$ cat src/hyper_config.svh
// Assumes a 64 Mbit HyperRAM in fixed single-latency mode, and HYPER_MAX_LEN must be a power of two
`ifndef HYPER_CONFIG_SVH
`define HYPER_CONFIG_SVH

// Word address width, 4M words of 16 bits
`define HYPER_ADDR_W 22

// Initial latency in CK cycles
`define HYPER_LAT_CK 6

// Longest burst in 16-bit words
`define HYPER_MAX_LEN 16

// Configuration register 0, word address in register space
`define HYPER_REG_CFG0 'h800

// Configuration register 0 after a device reset
`define HYPER_CFG0_RESET 16'h8f1f

`endif

$ cat src/hyper_pkg.sv
// Vector widths follow hyper_config.svh and len_t holds a burst length minus one
`default_nettype none

`include "hyper_config.svh"

package hyper_pkg;

  // One byte on DQ
  typedef logic [7:0] byte_t;

  // One data word, sent upper byte first
  typedef logic [15:0] word_t;

  // Bit 1 enables the upper byte
  typedef logic [1:0] strb_t;

  typedef logic [`HYPER_ADDR_W-1:0] addr_t;

  // Burst length minus one
  typedef logic [$clog2(`HYPER_MAX_LEN)-1:0] len_t;

  // Command-address word, shifted out MSB byte first
  typedef logic [47:0] ca_t;

  typedef enum logic [2:0] {
    st_idle,
    st_ca,
    st_latency,
    st_write,
    st_read,
    st_finish
  } ctrl_state_e;

endpackage

`default_nettype wire

$ cat src/hyper_ctrl.sv
// Fixed latency and linear bursts only, so write and read data move at bus rate without stalls
`default_nettype none
`timescale 1ns/1ps

`include "hyper_config.svh"

module hyper_ctrl import hyper_pkg::*; (
  input  logic  clk_i,
  input  logic  rst_i,
  input  logic  req_valid_i,
  output logic  req_ready_o,
  input  logic  req_write_i,
  input  logic  req_reg_i,
  input  addr_t req_addr_i,
  input  len_t  req_len_i,
  output logic  wdata_req_o,
  input  word_t wdata_i,
  input  strb_t wstrb_i,
  output logic  rdata_valid_o,
  output word_t rdata_o,
  output logic  done_o,
  output logic  phy_cs_o,
  output byte_t tx_byte_o,
  output logic  tx_oe_o,
  output logic  tx_mask_o,
  output logic  tx_mask_oe_o,
  input  word_t rx_word_i,
  input  logic  rx_valid_i
);

  // Byte counter covers the longest data phase
  localparam int CNT_W = $clog2(2 * `HYPER_MAX_LEN);
  localparam logic [CNT_W-1:0] CA_LAST = CNT_W'(5);
  localparam logic [CNT_W-1:0] LAT_LAST = CNT_W'(2 * `HYPER_LAT_CK - 1);

  ctrl_state_e      state_q;
  logic [CNT_W-1:0] cnt_q;
  logic             write_q;
  logic             reg_q;
  len_t             len_q;
  ca_t              ca_q;
  ca_t              ca_d;
  logic             wlatch_q;
  word_t            wbuf_q;
  strb_t            wstrb_q;
  logic             data_last;
  logic             rd_win;

  // Command-address word from the request
  always_comb begin
    ca_d = '0;
    ca_d[47] = !req_write_i;
    ca_d[46] = req_reg_i;
    // Linear burst
    ca_d[45] = 1'b1;
    ca_d[44:16] = 29'(req_addr_i[`HYPER_ADDR_W-1:3]);
    ca_d[2:0] = req_addr_i[2:0];
  end

  assign data_last = (cnt_q == {len_q, 1'b1});

  always_ff @(posedge clk_i) begin
    if (rst_i) begin
      state_q  <= st_idle;
      cnt_q    <= '0;
      wlatch_q <= 1'b0;
      done_o   <= 1'b0;
    end else begin
      wlatch_q <= wdata_req_o;
      done_o   <= 1'b0;
      cnt_q    <= cnt_q + 1'b1;
      unique case (state_q)
        st_idle: begin
          cnt_q <= '0;
          if (req_valid_i) begin
            state_q <= st_ca;
          end
        end
        st_ca: begin
          if (cnt_q == CA_LAST) begin
            cnt_q <= '0;
            // Register writes go straight to data
            state_q <= (write_q && reg_q) ? st_write : st_latency;
          end
        end
        st_latency: begin
          if (cnt_q == LAT_LAST) begin
            cnt_q   <= '0;
            state_q <= write_q ? st_write : st_read;
          end
        end
        st_write, st_read: begin
          if (data_last) begin
            cnt_q   <= '0;
            state_q <= st_finish;
          end
        end
        st_finish: begin
          // Two cycles so the last read word can arrive
          if (cnt_q[0]) begin
            state_q <= st_idle;
            done_o  <= 1'b1;
          end
        end
        default: state_q <= st_idle;
      endcase
    end
  end

  always_ff @(posedge clk_i) begin
    if (req_valid_i && req_ready_o) begin
      write_q <= req_write_i;
      reg_q   <= req_reg_i;
      len_q   <= req_len_i;
      ca_q    <= ca_d;
    end else if (state_q == st_ca) begin
      ca_q <= {ca_q[39:0], 8'h00};
    end
    // Write word arrives the cycle after its request
    if (wlatch_q) begin
      wbuf_q  <= wdata_i;
      wstrb_q <= wstrb_i;
    end
  end

  // Ask for each write word two cycles before its upper byte goes out
  always_comb begin
    unique case (state_q)
      st_ca:      wdata_req_o = write_q && reg_q && (cnt_q == CA_LAST - 1'b1);
      st_latency: wdata_req_o = write_q && (cnt_q == LAT_LAST - 1'b1);
      st_write:   wdata_req_o = !cnt_q[0] && (cnt_q[CNT_W-1:1] != len_q);
      default:    wdata_req_o = 1'b0;
    endcase
  end

  always_comb begin
    unique case (state_q)
      st_ca:    tx_byte_o = ca_q[47:40];
      st_write: tx_byte_o = cnt_q[0] ? wbuf_q[7:0] : wbuf_q[15:8];
      default:  tx_byte_o = '0;
    endcase
  end

  assign req_ready_o = (state_q == st_idle);
  assign phy_cs_o = (state_q == st_ca) || (state_q == st_latency) ||
                    (state_q == st_write) || (state_q == st_read);

  // DQ stays driven through write latency, so the PHY only pairs read bytes
  assign tx_oe_o = (state_q == st_ca) || (state_q == st_write) ||
                   ((state_q == st_latency) && write_q);

  // RWDS high masks the byte
  assign tx_mask_o = cnt_q[0] ? !wstrb_q[0] : !wstrb_q[1];
  assign tx_mask_oe_o = (state_q == st_write) && !reg_q;

  // Read words trail the bus by three cycles
  // and the last latency filler word lands at read byte one
  assign rd_win = !write_q &&
                  (((state_q == st_read) && (cnt_q > CNT_W'(1))) || (state_q == st_finish));

  assign rdata_valid_o = rx_valid_i && rd_win;
  assign rdata_o = rx_word_i;

endmodule

`default_nettype wire

$ cat src/hyper_phy.sv
// CK changes on the falling clk_i edge and read bytes are sampled on clk_i without RWDS timing
`default_nettype none
`timescale 1ns/1ps

module hyper_phy import hyper_pkg::*; (
  input  logic  clk_i,
  input  logic  rst_i,
  input  logic  phy_cs_i,
  input  byte_t tx_byte_i,
  input  logic  tx_oe_i,
  input  logic  tx_mask_i,
  input  logic  tx_mask_oe_i,
  output word_t rx_word_o,
  output logic  rx_valid_o,
  output logic  hyper_cs_no,
  output logic  hyper_ck_o,
  output logic  hyper_rwds_o,
  input  logic  hyper_rwds_i,
  output logic  hyper_rwds_oe_o,
  output byte_t hyper_dq_o,
  input  byte_t hyper_dq_i,
  output logic  hyper_dq_oe_o,
  output logic  hyper_reset_no
);

  byte_t rx_hi_q;
  logic  rx_hi_vld_q;
  logic  rx_take;
  logic  rx_upper;

  // Pad control
  always_ff @(posedge clk_i) begin
    if (rst_i) begin
      hyper_cs_no     <= 1'b1;
      hyper_dq_oe_o   <= 1'b0;
      hyper_rwds_oe_o <= 1'b0;
      hyper_reset_no  <= 1'b0;
    end else begin
      hyper_cs_no     <= !phy_cs_i;
      hyper_dq_oe_o   <= tx_oe_i;
      hyper_rwds_oe_o <= tx_mask_oe_i;
      hyper_reset_no  <= 1'b1;
    end
  end

  always_ff @(posedge clk_i) begin
    hyper_dq_o   <= tx_byte_i;
    hyper_rwds_o <= tx_mask_i;
  end

  // Each CK edge falls mid-byte, so the device sees stable DQ
  always_ff @(negedge clk_i) begin
    if (rst_i || hyper_cs_no) begin
      hyper_ck_o <= 1'b0;
    end else begin
      hyper_ck_o <= !hyper_ck_o;
    end
  end

  // Capture while selected and released
  assign rx_take = !hyper_cs_no && !hyper_dq_oe_o;

  // RWDS high marks an upper byte, otherwise pairing follows the byte count
  assign rx_upper = hyper_rwds_i || !rx_hi_vld_q;

  always_ff @(posedge clk_i) begin
    if (rst_i) begin
      rx_hi_vld_q <= 1'b0;
      rx_valid_o  <= 1'b0;
    end else begin
      rx_valid_o <= 1'b0;
      if (!rx_take) begin
        rx_hi_vld_q <= 1'b0;
      end else if (rx_upper) begin
        rx_hi_vld_q <= 1'b1;
      end else begin
        rx_hi_vld_q <= 1'b0;
        rx_valid_o  <= 1'b1;
      end
    end
  end

  always_ff @(posedge clk_i) begin
    if (rx_take) begin
      if (rx_upper) begin
        rx_hi_q <= hyper_dq_i;
      end else begin
        rx_word_o <= {rx_hi_q, hyper_dq_i};
      end
    end
  end

endmodule

`default_nettype wire

$ cat src/hyperbus.sv
// One HyperRAM on one chip select with a single request in flight at a time
`default_nettype none
`timescale 1ns/1ps

module hyperbus import hyper_pkg::*; (
  input  logic  clk_i,
  input  logic  rst_i,
  input  logic  req_valid_i,
  output logic  req_ready_o,
  input  logic  req_write_i,
  input  logic  req_reg_i,
  input  addr_t req_addr_i,
  input  len_t  req_len_i,
  output logic  wdata_req_o,
  input  word_t wdata_i,
  input  strb_t wstrb_i,
  output logic  rdata_valid_o,
  output word_t rdata_o,
  output logic  done_o,
  output logic  hyper_cs_no,
  output logic  hyper_ck_o,
  output logic  hyper_rwds_o,
  input  logic  hyper_rwds_i,
  output logic  hyper_rwds_oe_o,
  output byte_t hyper_dq_o,
  input  byte_t hyper_dq_i,
  output logic  hyper_dq_oe_o,
  output logic  hyper_reset_no
);

  logic  phy_cs;
  byte_t tx_byte;
  logic  tx_oe;
  logic  tx_mask;
  logic  tx_mask_oe;
  word_t rx_word;
  logic  rx_valid;

  hyper_ctrl hyper_ctrl_inst (
    .clk_i         (clk_i),
    .rst_i         (rst_i),
    .req_valid_i   (req_valid_i),
    .req_ready_o   (req_ready_o),
    .req_write_i   (req_write_i),
    .req_reg_i     (req_reg_i),
    .req_addr_i    (req_addr_i),
    .req_len_i     (req_len_i),
    .wdata_req_o   (wdata_req_o),
    .wdata_i       (wdata_i),
    .wstrb_i       (wstrb_i),
    .rdata_valid_o (rdata_valid_o),
    .rdata_o       (rdata_o),
    .done_o        (done_o),
    .phy_cs_o      (phy_cs),
    .tx_byte_o     (tx_byte),
    .tx_oe_o       (tx_oe),
    .tx_mask_o     (tx_mask),
    .tx_mask_oe_o  (tx_mask_oe),
    .rx_word_i     (rx_word),
    .rx_valid_i    (rx_valid)
  );

  hyper_phy hyper_phy_inst (
    .clk_i           (clk_i),
    .rst_i           (rst_i),
    .phy_cs_i        (phy_cs),
    .tx_byte_i       (tx_byte),
    .tx_oe_i         (tx_oe),
    .tx_mask_i       (tx_mask),
    .tx_mask_oe_i    (tx_mask_oe),
    .rx_word_o       (rx_word),
    .rx_valid_o      (rx_valid),
    .hyper_cs_no     (hyper_cs_no),
    .hyper_ck_o      (hyper_ck_o),
    .hyper_rwds_o    (hyper_rwds_o),
    .hyper_rwds_i    (hyper_rwds_i),
    .hyper_rwds_oe_o (hyper_rwds_oe_o),
    .hyper_dq_o      (hyper_dq_o),
    .hyper_dq_i      (hyper_dq_i),
    .hyper_dq_oe_o   (hyper_dq_oe_o),
    .hyper_reset_no  (hyper_reset_no)
  );

endmodule

`default_nettype wire

$ cat config.mk
export PLATFORM = sky130hd
export DESIGN_NAME = hyperbus
export DESIGN_NICKNAME = d
export VERILOG_FILES = /design/src/hyper_pkg.sv /design/src/hyper_ctrl.sv /design/src/hyper_phy.sv /design/src/hyperbus.sv
export VERILOG_INCLUDE_DIRS = /design/src
export SDC_FILE = /design/constraint.sdc
export NUM_CORES = 1
export LEC_CHECK = 0
export BUFFER_PORTS_ARGS = -buffer_cell sky130_fd_sc_hd__buf_2
export CAP_MARGIN = 20
export CORE_ASPECT_RATIO = 1.5
export CORE_MARGIN = 4
export CORE_UTILIZATION = 54
export DETAILED_ROUTE_END_ITERATION = 10
export PLACE_DENSITY = 0.82
export RECOVER_POWER = 50
export SLEW_MARGIN = 25
export SYNTH_ARGS = -nofsm -noshare
export SYNTH_HDL_FRONTEND = slang
export SYNTH_SLANG_ARGS = --single-unit
$ cat constraint.sdc
create_clock -name clk_i -period 2.5 [get_ports clk_i]
set_input_delay 0.5 -clock clk_i [delete_from_list [all_inputs] [get_ports clk_i]]
set_output_delay 0.5 -clock clk_i [all_outputs]
set_load 0.01 [all_outputs]
Word level (Yosys, flattened, before mapping)
Index checks and enable logic that the tools add are counted.

storage, ports and cells
  memories kept = 0
  word-level logic and storage cells = 103
  output and inout port bits = 34
  memory bits (writable) = 0
  bits in latches = 0
  memory bits (read-only) = 0
  register bits after elaboration = 112
  input port bits = 58

operators by class
  $add $sub $neg = 1
  bitwise gates (word level) = 3
  divide/modulo/power cells = 0
  magnitude comparators = 1
  equal/unequal tests = 16
  reductions and logical operators = 38
  multipliers = 0
  shift operators = 0
  muxes and demuxes = 22

operators by type and width
  kind                 number
  $mux 48              2
  $pmux 5 s4           1
  $mux 3               6
  $pmux 8 s2           1
  $mux 5               3
  $pmux 3 s5           1
  $logic_and 1x1->1    11
  $logic_not 1->1      11
  $eq 5x3->1 const B   2
  $eq 5x4->1 const B   2
  $logic_or 1x1->1     8
  $mux 8               1
  $ne 2x1->1 const B   4
  $eq 3x2->1 const B   2
  $eq 3x3->1 const B   2
  $mux 1               6
  $reduce_or 2->1      3
  $add 5x1->5 const B  1
  $eq 5x5->1           1
  $gt 5x1->1 const B   1
  $reduce_and 5->1     1
  $ne 4x4->1           1
  $reduce_and 2->1     2
  $eq 3x1->1 const B   1
  5 further kinds      7

Logic depth before layout (Yosys ltp)
  depth in word-level cells = 5
  mapped depth = 8
  mapped depth without buffers = 7

Modules after synthesis
A second synthesis with hierarchy kept.

unflattened totals
  cell total of the unflattened synthesis = 327
  area total of the unflattened synthesis = 4302.9 sq um

by module, submodules not included
  module      sequential area each (sq um)  area an instance (sq um)  times used  cells an instance
  hyper_ctrl  1921.8                        3194.3                    1           276
  hyper_phy   1041.0                        1108.6                    1           51

==> metrics.md <==
| Metric | Value |
|---|---|
| Async S/R FF share, synth | `0%` |
| Gr busiest metal | `met2` |
| Min Hold Slack | `333 ps` |
| Sequential Power Share | `51.4%` |
| Worst Path Required | `2000 ps` |
| Die area | `9370 µm²` |
| Crit path capture type | `primary output` |
| DRC viols | `0` |
| Die Y | `117 µm` |
| Post-Syn Area | `4240 µm²` |
| Fill cell count | `593` |
| Count of cell types in the netlist | `44` |
| Worst-skew pair later-pin latency | `390 ps` |
| CP Cell Sequence | `buf_6` |
| Mapped Cells | `318` |
| WL final | `7430 µm` |
| CTS Buf Count | `9` |
| Ports | `92` |
| Net count, final | `473` |
| Critical setup path kind | `reg -> out` |
| Drt pass-1 iters | `4` |
| PwrDens | `1010 nW/µm²` |
| Leak pwr | `0.00196 µW` |
| Syn_nets | `380` |
| Cell family with most CP delay | `flip-flops` |
| Die Span X | `80.4 µm` |
| Routed Antenna Nets | `0` |
| GRT met2 Usage | `26.7%` |
| CP startpoint kind | `flop` |
| Crit path DAT | `2060 ps` |
| Placed cell count | `501` |
| Max-slew headroom | `43.8%` |
| Status | `finished, violations left` |
| Core Util, Final | `66.6%` |
| Failing checks | `setup timing` |
| Initial Utilization | `55.4%` |
| Buf/Inv on CP | `1` |
| Synth Area per Inst | `13.3 µm²` |
| GRT met1 Usage | `20.0%` |
| Root buffer cell | `clkbuf_16` |
| CP Max Fanout | `2` |
| IO buf count | `91` |
| Hpwl dp | `5310 µm` |
| Worst setup margin | `-55.5 ps` |
| Yosys reg bits | `112` |
| Initial antenna violation count | `0` |
| Final Hold Fails | `0` |
| Vias in the first global route | `2551` |
| Switching fraction of total power | `26.1%` |
| Vias | `2719` |
| Slew Limit Fails | `0` |
| Post-synth EDFFs | `72` |
| Global-route wire length before repair | `11700 µm` |
| Max Cap Viol | `0` |
| Site Rows | `39` |
| Max stage delay on crit path | `310 ps` |
| Least-Margin Pin Slew | `843 ps` |
| Clock transition at path regs | `60 ps` |
| Wire per inst | `14.3 µm` |
| Crit-path slowest cell | `dfxtp_2` |
| Synth Flop Type | `edfxtp_1` |
| Gpl congestion | `0.867` |
| Skew final | `50.0 ps` |
| FF+latch area | `2970 µm²` |
| RSZ-0062 raised after global routing | `yes` |
| Multi-input gate area | `1130 µm²` |
| Max VDD drop | `0.736 mV` |
| Logic gate share of total power | `18.2%` |
| DRT iter0 DRCs | `170` |
| GRT Total Usage | `16.4%` |
| Clock sink total | `112` |
| Clock tree from TritonCTS | `built` |
| Core Area | `7660 µm²` |
| Synth-to-Final Area Change | `20.3%` |
| Non-filler cells in the finished layout | `518` |
| Yosys warns | `0` |
| Largest net degree at the start of global routing | `39` |
| Register area share after synthesis | `69.8%` |
| Worst-case clock buffer depth | `2` |
| Gr ovfl total | `0` |
| DR vias/cell | `5.25` |
| GR Util met3 | `4.86%` |
| Htree depth | `3` |
| Clock power frac | `30.4%` |
| Final setup violation count | `1` |
| HP Class | `in -> reg` |
| Net Sw Power | `1350 µW` |
| Number of diodes | `0` |
| Share of cells above drive strength 1 | `26.2%` |
| Final Cell Area | `5100 µm²` |
| Post-DP Area | `4780 µm²` |
| Cell internal pwr | `3820 µW` |
==> synthesized netlist by cell type (all sizes together) (5+ instances only) <==
library cell | n | area, µm²
a21oi | 19 | 98.9
a22o | 15 | 131
and3 | 9 | 56.3
buf | 12 | 91.3
clkbuf | 8 | 30.0
dfxtp | 40 | 801
edfxtp | 72 | 2160
inv | 7 | 26.3
mux2i | 9 | 90.1
nand2 | 44 | 165
nand2b | 5 | 31.3
nor2 | 10 | 37.5
nor3 | 9 | 45.0
nor4 | 7 | 73.8
o21ai | 11 | 55.1
xor2 | 6 | 60.1
==> area by class of cell <==
cell class                      count  area share (%)
Sequential cell                   112            58.2
Multi-Input combinational cell    179            22.2
Timing Repair Buffer              102            10.0
Clock buffer                       11            4.56
Tap cell                          102            2.50
Clock inverter                      6            2.11
Inverter                            6           0.441
==> worst reg2reg max path, cell delays in order, from the launching register on <==
cell       delay, ps
dfxtp_1          440
ha_1             250
nand4bb_1        170
a21oi_1          170
o211ai_1         150
or4_4            550
o31ai_2          170
==> layout by cell type, fill, tap and decap left out, types with 5 or more instances in the layout <==
master and n:
nor4_1 5, nor2_1 10, dfxtp_1 35, edfxtp_1 72, inv_1 7, xor2_1 5
dfxtp_2 5, o21ai_0 10, clkbuf_1 21, and3_1 9, mux2i_1 9, clkbuf_16 9
nand2_1 44, a21oi_1 18, nand2b_1 5, buf_2 74, nor3_1 9, a22o_1 15
buf_4 8
==> worst paths after layout <==
path                                         from                                 endpoint  slack, ps  cells past startpoint
max          hyper_phy_inst.hyper_ck_o$_SDFF_NP0_                               hyper_ck_o        -60                      1
min                                    wstrb_i[0]     hyper_ctrl_inst.wstrb_q[0]$_DFFE_PP_        330                      1
max reg2reg   hyper_ctrl_inst.cnt_q[1]$_SDFF_PP0_  hyper_ctrl_inst.state_q[2]$_SDFFE_PP0P_        520                      6
min reg2reg   hyper_phy_inst.rx_hi_q[4]$_DFFE_PP_   hyper_phy_inst.rx_word_o[12]$_DFFE_PP_        420                      0
==> power by group through the flow <==
stage | Sequential (µW) | Combinational [µW] | Clock [µW]
global placement | 2670 | 923 | 5.01
detailed placement | 2690 | 957 | 5.01
global route | 2700 | 1060 | 1690
CTS | 2660 | 967 | 1610
finish | 2660 | 942 | 1570
floorplan | 2650 | 697 | 5.01
==> metrics by stage <==
step	setup WS [ps]	total power, µW	TNS, ps
3_5_place_dp	312	3660	0
6_report	-55.5	5170	-55.5
2_1_floorplan	314	3350	0
3_3_place_gp	309	3600	0
4_1_cts	-68.2	5230	-68.2
5_1_grt	-80.4	5450	-80.4
==> timing repair <==
item,CTS,global route
cloned,0,0
hold buffers,0,0
hold endpoints to repair,0,0
resized for setup,2,4
setup endpoints to repair,1,2
buffers inserted,1,0
==> kinds of logic after synthesis <==
logic type               share of synthesized area, %
buffers and inverters                            3.48
AND/OR/NAND/NOR                                  13.1
flip-flops                                       69.8
AO/OA/AOI/OAI                                    8.43
multiplexers                                     2.12
XOR/XNOR                                         1.83
adder cells (fa/ha/maj)                          1.18
==> sequential cells by signal (all words and copies together), names as in the netlist, 2 cells and up <==
register	cells
hyper_ctrl_inst.ca_q	38
hyper_phy_inst.rx_hi_q	8
hyper_ctrl_inst.wstrb_q	2
hyper_phy_inst.hyper_dq_o	8
hyper_phy_inst.rx_word_o	16
hyper_ctrl_inst.wbuf_q	16
hyper_ctrl_inst.len_q	4
hyper_ctrl_inst.cnt_q	5
hyper_ctrl_inst.state_q	3
==> layer usage <==
metal	part of all wire, %	wire length [µm]	vias to the layer above
met4	2.7	197	0
met3	6.6	493	17
met5	0	0	-
met1	43	3170	1263
met2	48	3580	93
li1	-	-	1346
(Power assumes the default switching activity.)
